## src/hdl/wb_pkg.sv

```systemverilog
/* Shared widths, cause codes, instruction groups, branch and system ops,
   privilege modes and the retire entry layout for the write-back stage */

package wb_pkg;

   // ------------------------------
   // Widths and sizes
   // ------------------------------
   localparam int XLEN       = 32;                  // Data and address width
   localparam int GPR_ASZ    = 5;                   // Register address width
   localparam int CAUSE_W    = 32;                  // mcause style code width
   localparam int CNT_W      = 32;                  // Retire counter width
   localparam int VEC_W      = 30;                  // Trap vector, word aligned
   localparam int FIFO_DEPTH = 4;                   // Retire FIFO slots
   localparam int FIFO_AW    = $clog2(FIFO_DEPTH);  // FIFO pointer width

   typedef logic [XLEN-1:0]    pc_t;
   typedef logic [XLEN-1:0]    word_t;
   typedef logic [GPR_ASZ-1:0] reg_addr_t;
   typedef logic [CAUSE_W-1:0] cause_t;
   typedef logic [CNT_W-1:0]   count_t;
   typedef logic [VEC_W-1:0]   vec_t;
   typedef logic [2:0]         op_t;               // Raw op field from the memory stage

   // ------------------------------
   // Exception cause codes
   // ------------------------------
   localparam cause_t CAUSE_I_MISALIGN  = 32'd0;   // Branch/jump target misaligned
   localparam cause_t CAUSE_ILLEGAL     = 32'd2;
   localparam cause_t CAUSE_BREAK       = 32'd3;   // EBREAK
   localparam cause_t CAUSE_LD_MISALIGN = 32'd4;
   localparam cause_t CAUSE_LD_FAULT    = 32'd5;
   localparam cause_t CAUSE_ST_MISALIGN = 32'd6;
   localparam cause_t CAUSE_ST_FAULT    = 32'd7;
   localparam cause_t CAUSE_ECALL_BASE  = 32'd8;   // Plus the originating mode

   // Instruction groups as sorted by decode
   typedef enum logic [3:0] {
      ILL_INSTR,
      ALU_INSTR,
      BR_INSTR,
      SYS_INSTR,
      LD_INSTR,
      ST_INSTR
   } ig_type_e;

   typedef enum logic [2:0] {
      B_ADD,                                        // Conditional branches
      B_JAL,
      B_JALR,
      B_MRET
   } br_op_e;

   typedef enum logic [1:0] {
      ECALL,
      EBREAK
   } sys_op_e;

   // Privilege levels, encoding 2 is reserved
   typedef enum logic [1:0] {
      U_MODE = 2'd0,
      S_MODE = 2'd1,
      M_MODE = 2'd3
   } mode_t;

   // ------------------------------
   // Retire entry field positions
   // ------------------------------
   localparam int E_RD_WR    = 0;
   localparam int E_RD_ADDR  = E_RD_WR + 1;
   localparam int E_RD_DATA  = E_RD_ADDR + GPR_ASZ;
   localparam int E_TRAP     = E_RD_DATA + XLEN;
   localparam int E_CAUSE    = E_TRAP + 1;
   localparam int E_EPC      = E_CAUSE + CAUSE_W;
   localparam int E_TVAL     = E_EPC + XLEN;
   localparam int E_RLD      = E_TVAL + XLEN;
   localparam int E_RLD_IC   = E_RLD + 1;
   localparam int E_RLD_ADDR = E_RLD_IC + 1;
   localparam int E_MRET     = E_RLD_ADDR + XLEN;
   localparam int ENTRY_W    = E_MRET + 1;           // 170 bits total

   typedef logic [ENTRY_W-1:0] retire_entry_t;

endpackage

```

## src/hdl/retire_fifo.sv

```systemverilog
/* Retire FIFO, circular buffer of retire entries between resolver and committer */

`timescale 1ns/1ps

module retire_fifo
(
   input  logic                  clk_in,
   input  logic                  reset,
   input  logic                  push,
   input  wb_pkg::retire_entry_t entry_in,
   input  logic                  pop,
   output wb_pkg::retire_entry_t entry_out,
   output logic                  full,
   output logic                  empty
);
   import wb_pkg::*;

   retire_entry_t        mem [FIFO_DEPTH];       // Entry storage
   logic [FIFO_AW-1:0]   wr_ptr;
   logic [FIFO_AW-1:0]   rd_ptr;
   logic [FIFO_AW:0]     count;                  // Occupancy, 0 to FIFO_DEPTH
   logic                 do_push;
   logic                 do_pop;

   assign full      = (count == (FIFO_AW+1)'(FIFO_DEPTH));
   assign empty     = (count == '0);
   assign do_push   = push & ~full;              // Overflow dropped
   assign do_pop    = pop & ~empty;
   assign entry_out = mem[rd_ptr];               // Head visible the cycle after its push

   always_ff @(posedge clk_in)
   begin
      if (do_push)
         mem[wr_ptr] <= entry_in;
   end

   // Pointers wrap at FIFO_DEPTH
   always_ff @(posedge clk_in)
   begin
      if (reset)
      begin
         wr_ptr <= '0;
         rd_ptr <= '0;
         count  <= '0;
      end
      else
      begin
         if (do_push)
            wr_ptr <= (wr_ptr == FIFO_AW'(FIFO_DEPTH-1)) ? '0 : wr_ptr + 1'b1;
         if (do_pop)
            rd_ptr <= (rd_ptr == FIFO_AW'(FIFO_DEPTH-1)) ? '0 : rd_ptr + 1'b1;
         case ({do_push, do_pop})
            2'b10:   count <= count + 1'b1;
            2'b01:   count <= count - 1'b1;
            default: count <= count;            // Both or neither, level unchanged
         endcase
      end
   end

endmodule

```

## src/hdl/wb_commit.sv

```systemverilog
/* Write-back committer: pops retire entries, pulses register, trap and
   reload outputs, and counts retired instructions and traps */

`timescale 1ns/1ps

module wb_commit
(
   input  logic                  clk_in,
   input  logic                  reset,
   input  logic                  cpu_halt,        // Freezes commit
   input  wb_pkg::retire_entry_t entry,           // FIFO head
   input  logic                  empty,
   output logic                  pop,

   // Register file port
   output logic                  gpr_wr,
   output wb_pkg::reg_addr_t     gpr_addr,
   output wb_pkg::word_t         gpr_data,

   // Trap and return
   output logic                  exc_flag,
   output wb_pkg::pc_t           exc_pc,
   output wb_pkg::word_t         exc_tval,
   output wb_pkg::cause_t        exc_cause,
   output logic                  mret,

   // Fetch reload
   output logic                  rld_pc_flag,
   output logic                  rld_ic_flag,
   output wb_pkg::pc_t           rld_pc_addr,

   output wb_pkg::count_t        instret_count,
   output wb_pkg::count_t        trap_count
);
   import wb_pkg::*;

   logic e_trap;

   assign pop    = ~empty & ~cpu_halt;
   assign e_trap = entry[E_TRAP];

   // ------------------------------
   // Pulsed control and counters
   // ------------------------------
   always_ff @(posedge clk_in)
   begin
      if (reset)
      begin
         gpr_wr        <= 1'b0;
         exc_flag      <= 1'b0;
         mret          <= 1'b0;
         rld_pc_flag   <= 1'b0;
         rld_ic_flag   <= 1'b0;
         instret_count <= '0;
         trap_count    <= '0;
      end
      else
      begin
         gpr_wr      <= pop & entry[E_RD_WR];   // One cycle per popped entry
         exc_flag    <= pop & e_trap;
         mret        <= pop & entry[E_MRET];
         rld_pc_flag <= pop & entry[E_RLD];
         rld_ic_flag <= pop & entry[E_RLD_IC];
         if (pop && !e_trap)
            instret_count <= instret_count + 1'b1;
         if (pop && e_trap)
            trap_count <= trap_count + 1'b1;    // Interrupts included
      end
   end

   // Payload holds its last value between pulses
   always_ff @(posedge clk_in)
   begin
      if (pop)
      begin
         if (entry[E_RD_WR])
         begin
            gpr_addr <= entry[E_RD_ADDR +: GPR_ASZ];
            gpr_data <= entry[E_RD_DATA +: XLEN];
         end
         if (e_trap)
         begin
            exc_pc    <= entry[E_EPC +: XLEN];
            exc_tval  <= entry[E_TVAL +: XLEN];
            exc_cause <= entry[E_CAUSE +: CAUSE_W];
         end
         if (entry[E_RLD])
            rld_pc_addr <= entry[E_RLD_ADDR +: XLEN];
      end
   end

endmodule

```

## src/hdl/wb_resolve.sv

```systemverilog
/* Write-back resolver: four-phase intake from the memory stage and
   resolution of each instruction into a register write, trap or reload */

`timescale 1ns/1ps

module wb_resolve
(
   input  logic                  clk_in,
   input  logic                  reset,

   // Memory stage handshake and payload
   input  logic                  mem_req,
   output logic                  mem_ack,
   input  wb_pkg::ig_type_e      in_ig_type,
   input  wb_pkg::op_t           in_op,
   input  wb_pkg::pc_t           in_pc,
   input  wb_pkg::word_t         in_instruction,
   input  wb_pkg::pc_t           in_ls_addr,      // Load/store address
   input  wb_pkg::pc_t           in_br_pc,        // Branch/jump target
   input  logic                  in_instr_err,    // Misalignment from execute
   input  logic                  in_ack_fault,    // Bus access fault
   input  logic                  in_inv_flag,     // Store hit instruction space
   input  logic                  in_ci,           // Compressed instruction
   input  wb_pkg::mode_t         in_mode,
   input  logic                  in_rd_wr,
   input  wb_pkg::reg_addr_t     in_rd_addr,
   input  wb_pkg::word_t         in_rd_data,
   input  logic                  in_irq_flag,
   input  wb_pkg::cause_t        in_irq_cause,
   input  wb_pkg::vec_t          trap_vector,

   // Retire FIFO side
   input  logic                  full,
   output logic                  push,
   output wb_pkg::retire_entry_t entry
);
   import wb_pkg::*;

   br_op_e  br_op;
   sys_op_e sys_op;
   logic    rd_wr;
   logic    trap;
   cause_t  cause;
   word_t   tval;
   logic    st_rld;                               // Store into I$ space
   logic    mret_ok;
   pc_t     rld_addr;

   assign br_op  = br_op_e'(in_op);
   assign sys_op = sys_op_e'(in_op[1:0]);

   // ------------------------------
   // Four-phase intake
   // ------------------------------
   // New item: req high while ack still low, taken only with room in the FIFO
   assign push = mem_req & ~mem_ack & ~full;

   always_ff @(posedge clk_in)
   begin
      if (reset)
         mem_ack <= 1'b0;
      else if (push)
         mem_ack <= 1'b1;                         // Raised on the same edge as the push
      else if (!mem_req)
         mem_ack <= 1'b0;                         // Return to idle once req drops
   end

   // ------------------------------
   // Outcome resolution
   // ------------------------------
   always_comb
   begin
      rd_wr   = 1'b0;
      trap    = 1'b0;
      cause   = '0;
      tval    = in_instruction;                   // Default tval is the instruction word
      st_rld  = 1'b0;
      mret_ok = 1'b0;

      if (in_irq_flag)                            // Interrupt wins over the instruction
      begin
         trap  = 1'b1;
         cause = in_irq_cause;
      end
      else
         case (in_ig_type)
            ALU_INSTR:
               rd_wr = in_rd_wr;

            BR_INSTR:
               case (br_op)
                  B_ADD, B_JAL, B_JALR:
                  begin
                     if (in_instr_err)            // Target misaligned
                     begin
                        trap  = 1'b1;
                        cause = CAUSE_I_MISALIGN;
                        tval  = in_br_pc;
                     end
                     else if (br_op != B_ADD)
                        rd_wr = in_rd_wr;         // Link register for JAL/JALR
                  end
                  B_MRET:
                  begin
                     if (in_mode < M_MODE)        // Only legal in machine mode
                     begin
                        trap  = 1'b1;
                        cause = CAUSE_ILLEGAL;
                     end
                     else
                        mret_ok = 1'b1;
                  end
                  default:
                  begin
                     trap  = 1'b1;
                     cause = CAUSE_ILLEGAL;
                  end
               endcase

            SYS_INSTR:
            begin
               trap = 1'b1;                       // Every supported SYS op traps
               case (sys_op)
                  ECALL:   cause = CAUSE_ECALL_BASE + cause_t'(in_mode);
                  EBREAK:  cause = CAUSE_BREAK;
                  default: cause = CAUSE_ILLEGAL;
               endcase
            end

            LD_INSTR:
            begin
               if (in_instr_err || in_ack_fault)
               begin
                  trap  = 1'b1;
                  cause = in_instr_err ? CAUSE_LD_MISALIGN : CAUSE_LD_FAULT;
                  tval  = in_ls_addr;
               end
               else
                  rd_wr = in_rd_wr;
            end

            ST_INSTR:
            begin
               if (in_instr_err || in_ack_fault)
               begin
                  trap  = 1'b1;
                  cause = in_instr_err ? CAUSE_ST_MISALIGN : CAUSE_ST_FAULT;
                  tval  = in_ls_addr;
               end
               else
                  st_rld = in_inv_flag;           // No GPR write for stores
            end

            default:                              // ILL_INSTR and unknown groups
            begin
               trap  = 1'b1;
               cause = CAUSE_ILLEGAL;
            end
         endcase

      // Traps refetch from the vector, store reloads from the next instruction
      if (trap)
         rld_addr = pc_t'({trap_vector, 2'b00});
      else
         rld_addr = in_pc + (in_ci ? pc_t'(2) : pc_t'(4));
   end

   // Pack the retire entry
   assign entry[E_RD_WR]                 = rd_wr;
   assign entry[E_RD_ADDR +: GPR_ASZ]    = in_rd_addr;
   assign entry[E_RD_DATA +: XLEN]       = in_rd_data;
   assign entry[E_TRAP]                  = trap;
   assign entry[E_CAUSE +: CAUSE_W]      = cause;
   assign entry[E_EPC +: XLEN]           = in_pc;   // epc of a trap
   assign entry[E_TVAL +: XLEN]          = tval;
   assign entry[E_RLD]                   = trap | st_rld;
   assign entry[E_RLD_IC]                = st_rld;
   assign entry[E_RLD_ADDR +: XLEN]      = rld_addr;
   assign entry[E_MRET]                  = mret_ok;

endmodule

```

## src/hdl/wb_stage.sv

```systemverilog
/* Write-back stage top: resolver, retire FIFO and committer */

`timescale 1ns/1ps

module wb_stage
(
   input  logic                 clk_in,
   input  logic                 reset,
   input  logic                 cpu_halt,

   // ------------------------------
   // From the memory stage
   // ------------------------------
   input  logic                 mem_req,
   output logic                 mem_ack,
   input  wb_pkg::ig_type_e     in_ig_type,
   input  wb_pkg::op_t          in_op,
   input  wb_pkg::pc_t          in_pc,
   input  wb_pkg::word_t        in_instruction,
   input  wb_pkg::pc_t          in_ls_addr,
   input  wb_pkg::pc_t          in_br_pc,
   input  logic                 in_instr_err,
   input  logic                 in_ack_fault,
   input  logic                 in_inv_flag,
   input  logic                 in_ci,
   input  wb_pkg::mode_t        in_mode,
   input  logic                 in_rd_wr,
   input  wb_pkg::reg_addr_t    in_rd_addr,
   input  wb_pkg::word_t        in_rd_data,
   input  logic                 in_irq_flag,
   input  wb_pkg::cause_t       in_irq_cause,
   input  wb_pkg::vec_t         trap_vector,   // Handler base from CSRs

   // ------------------------------
   // Commit side
   // ------------------------------
   output logic                 gpr_wr,
   output wb_pkg::reg_addr_t    gpr_addr,
   output wb_pkg::word_t        gpr_data,
   output logic                 exc_flag,
   output wb_pkg::pc_t          exc_pc,
   output wb_pkg::word_t        exc_tval,
   output wb_pkg::cause_t       exc_cause,
   output logic                 mret,
   output logic                 rld_pc_flag,
   output logic                 rld_ic_flag,
   output wb_pkg::pc_t          rld_pc_addr,
   output wb_pkg::count_t       instret_count,
   output wb_pkg::count_t       trap_count
);
   import wb_pkg::*;

   logic          push;
   logic          pop;
   logic          full;
   logic          empty;
   retire_entry_t res_entry;                  // Resolver to FIFO
   retire_entry_t head_entry;                 // FIFO head to committer

   wb_resolve i_wb_resolve (
      .clk_in, .reset, .mem_req, .mem_ack, .in_ig_type, .in_op, .in_pc, .in_instruction,
      .in_ls_addr, .in_br_pc, .in_instr_err, .in_ack_fault, .in_inv_flag, .in_ci, .in_mode,
      .in_rd_wr, .in_rd_addr, .in_rd_data, .in_irq_flag, .in_irq_cause, .trap_vector,
      .full, .push, .entry(res_entry));

   retire_fifo i_retire_fifo (
      .clk_in, .reset, .push, .entry_in(res_entry), .pop, .entry_out(head_entry),
      .full, .empty);

   wb_commit i_wb_commit (
      .clk_in, .reset, .cpu_halt, .entry(head_entry), .empty, .pop,
      .gpr_wr, .gpr_addr, .gpr_data, .exc_flag, .exc_pc, .exc_tval, .exc_cause, .mret,
      .rld_pc_flag, .rld_ic_flag, .rld_pc_addr, .instret_count, .trap_count);

endmodule

```

## config.mk

```make
export PLATFORM = sky130hd
export DESIGN_NAME = wb_stage
export DESIGN_NICKNAME = d
export VERILOG_FILES = /design/src/hdl/wb_pkg.sv /design/src/hdl/retire_fifo.sv /design/src/hdl/wb_commit.sv /design/src/hdl/wb_resolve.sv /design/src/hdl/wb_stage.sv
export SDC_FILE = /design/constraint.sdc
export NUM_CORES = 1
export LEC_CHECK = 0
export BUFFER_PORTS_ARGS = -buffer_cell sky130_fd_sc_hd__buf_2
export CAP_MARGIN = 20
export CORE_UTILIZATION = 35
export CTS_CLUSTER_SIZE = 16
export DETAILED_ROUTE_END_ITERATION = 8
export PLACE_DENSITY = 0.51
export SYNTH_ARGS = -nofsm -noshare
export SYNTH_HDL_FRONTEND = slang
export SYNTH_HIERARCHICAL = 1
export SYNTH_SLANG_ARGS = --single-unit
```

## constraint.sdc

```tcl
create_clock -name clk_in -period 15.5 [get_ports clk_in]
set_clock_uncertainty 0.05 [all_clocks]
set_input_delay 1.55 -clock clk_in [delete_from_list [all_inputs] [get_ports clk_in]]
set_output_delay 1.55 -clock clk_in [all_outputs]
set_load 0.02 [all_outputs]
```

==> reports/metrics.yaml <==
status: "complete, no violations"
fillers: 9143
grt_pass1_wl_mm: 130
synth-edff-count: 845
dpl-instance-area_sq_um: 39200
antenna_found_initial: 21
synthCells: 1916
core_sq_um: 102000
final_cell_mix: "845 x edfxtp_1, 480 x buf_2, 170 x mux4_2"
cts_tree: "done"
regArea_sq_um: 27000
dr.pass1.iters: 9
routed_wl_mm: 89.1
finalWorstSetupSlack_ns: 11.04
p_per_area_nw_per_um2: 140
nNetsFinal: 2617
multi_input_comb_area_sq_um: 7840
gp_congestion: 0.776
holdPathStages: 2
crit_path_start_kind: "primary input"
syn-cell-area_sq_um: 35900
rows: 117
cts_sinks: 924
drv_cap: 0
cts_buffers: 101
synth-main-ff-cell: "edfxtp_1"
grt_max_degree: 81
yosys_warnings: 6
ant_nets: 0
avgSynthCellArea_sq_um: 18.7
hold_violations: 0
worst_setup_path_end_kind: "register"
path_max_fanout: 45
clk_pin_slew_worst_paths_ns: 0.05
p_leak_nw: 14.3
min_period_ns: 4.47
overflow: 0
critPathMaxStageDelay_ns: 0.90
setup_viol: 0
tightest_slew_ns: 0.988
setup_tns_ns: 0
initialDrtViolationCount: 1462
slew_violations: 0
floorplan.initialDensity: 0.353
period_share: 0.288
cp_slowest_cell: "and3_4"
synthArstFlopShare: 0
dp_slack_ns: 10.27
synth_seq_cells: 924
post-cts-setup-buffers: 0
fin_util: 0.419
fmax_mhz: 224
regToRegSetupSlack_ns: 11.25
irDropWorstVdd_v: 0.0000993
final_area_sq_um: 42700
cpMostUsedCell: "buf_4"
rsz0062_at_grt: "false"
layout_commonest_cell: "edfxtp_1"
worstPathRequired_ns: 15.74
clkLatencyLatePin_ns: 0.67
grt_pass1_vias: 20000
drc: 0
path_depth: 5
ctsHtreeMaxLevel: 3
synth-seq-area-share: 0.751
ys_types: 60
die_height_um: 322
hold_class: "register to register"
path_delay_family: "simple AND/OR/NAND/NOR gates"
post_cts_resized: 0
reg2regPathDepth: 6
drive_gt1_frac: 0.354
clockBufferDepth: 3
syn_nets: 2174
io_buffers: 480
cts-hold-fix-buffers: 0
cp.arrival_ns: 4.70
die_area_sq_um: 104000
crit_type: "primary input to register"
worst-path-buf-inv: 3
dpl.hpwl_mm: 55.4
hold-worst-slack_ns: 0.433
fp.dieW_um: 322
viasPerCell: 5.05
post_drt_wl_per_cell_um: 23.3
dr_total_vias: 19300
root_buffer: "clkbuf_16"
path_cells: "buf_2, nor3b_1, and3_4, buf_4, buf_4"
io_pins: 481
syn_to_final_growth_pct: 19.0
relSlewSlack: 0.334
track_usage: 0.170
## where the power goes
| part | total, mW | internal, mW | switching (mW) | leakage, nW |
|---|---|---|---|---|
| clock network | 2.44 | 1.46 | 0.973 | 1.68 |
| registers | 2.98 | 2.93 | 0.0519 | 8.38 |
| logic | 0.559 | 0.201 | 0.358 | 4.24 |
## worst paths after layout
kind                            from                        end
max                          mem_req  i_retire_fifo/mem[1][105]
min          i_retire_fifo/rd_ptr[0]                   register
max reg2reg   i_retire_fifo/count[0]  i_retire_fifo/mem[1][105]
min reg2reg  i_retire_fifo/rd_ptr[0]                   register
## layer usage
layer  up-vias  part of all wire  global-route usage
met4         6             0.024              0.0564
met1     10000              0.41               0.214
met2       568              0.51               0.295
met3       133             0.053              0.0327
met5         -           0.00038                   0
li1       8569                 -                   -
## flip-flops by register name (all words and copies together) (netlist names), 5 cells and up, named ones only
name and cells:
i_wb_commit/exc_pc 32, i_wb_commit/exc_cause 32, i_wb_commit/instret_count 32, i_wb_commit/gpr_data 32, i_wb_commit/gpr_addr 5, i_wb_commit/exc_tval 32, i_retire_fifo/mem 680, i_wb_commit/rld_pc_addr 32
i_wb_commit/trap_count 32
## cells by family (layout without fill, tap and decap cells)
kind of cell / count (synthesis) / count (layout) / synth area share
AO/OA/AOI/OAI: 198 / 198 / 0.0354
buffers and inverters: 196 / 726 / 0.0319
flip-flops: 924 / 924 / 0.751
XOR/XNOR: 53 / 53 / 0.0129
multiplexers: 175 / 175 / 0.108
adder cells (fa/ha/maj): 12 / 12 / 0.00460
AND/OR/NAND/NOR: 358 / 358 / 0.0556
other: 0 / 6 / 0
## worst min-delay path, cell delays in order (launching register included)
cell and delay [ns]:
dfxtp_1 0.32, nand2_1 0.06, a21oi_1 0.06
## layout make-up
cell class | count | area share
multi-input cells | 796 | 0.184
inverters | 28 | 0.00252
well taps | 1368 | 0.0401
clock inverters | 65 | 0.0145
diodes | 6 | 0.000352
clock buffers | 125 | 0.0656
flip-flops and latches | 924 | 0.632
repair buffers | 508 | 0.0615
## synthesized netlist by cell type (22+ instances only)
cell type	n	area share
nand2_1	99	0.010
o21ai_0	65	0.0091
clkbuf_1	52	0.0054
o31ai_1	30	0.0063
a21oi_1	47	0.0066
dfxtp_1	79	0.044
and2_1	32	0.0056
inv_1	28	0.0029
a222oi_1	31	0.0086
buf_4	74	0.015
nand3_1	31	0.0043
buf_2	27	0.0038
nor2_1	41	0.0043
edfxtp_1	845	0.71
or4_1	32	0.0067
mux4_2	170	0.11
xor2_1	22	0.0054
xnor2_1	31	0.0076
## through the flow
| stage | power (mW) | cells |
|---|---|---|
| floorplan | 3.39 | 1916 |
| global placement | 3.60 | 3623 |
| detailed placement | 3.61 | 3623 |
| CTS | 6.07 | 3813 |
| global route | 6.19 | 3817 |
| finish | 5.97 | 3820 |
No activity file was read; power rests on OpenSTA's default activity.
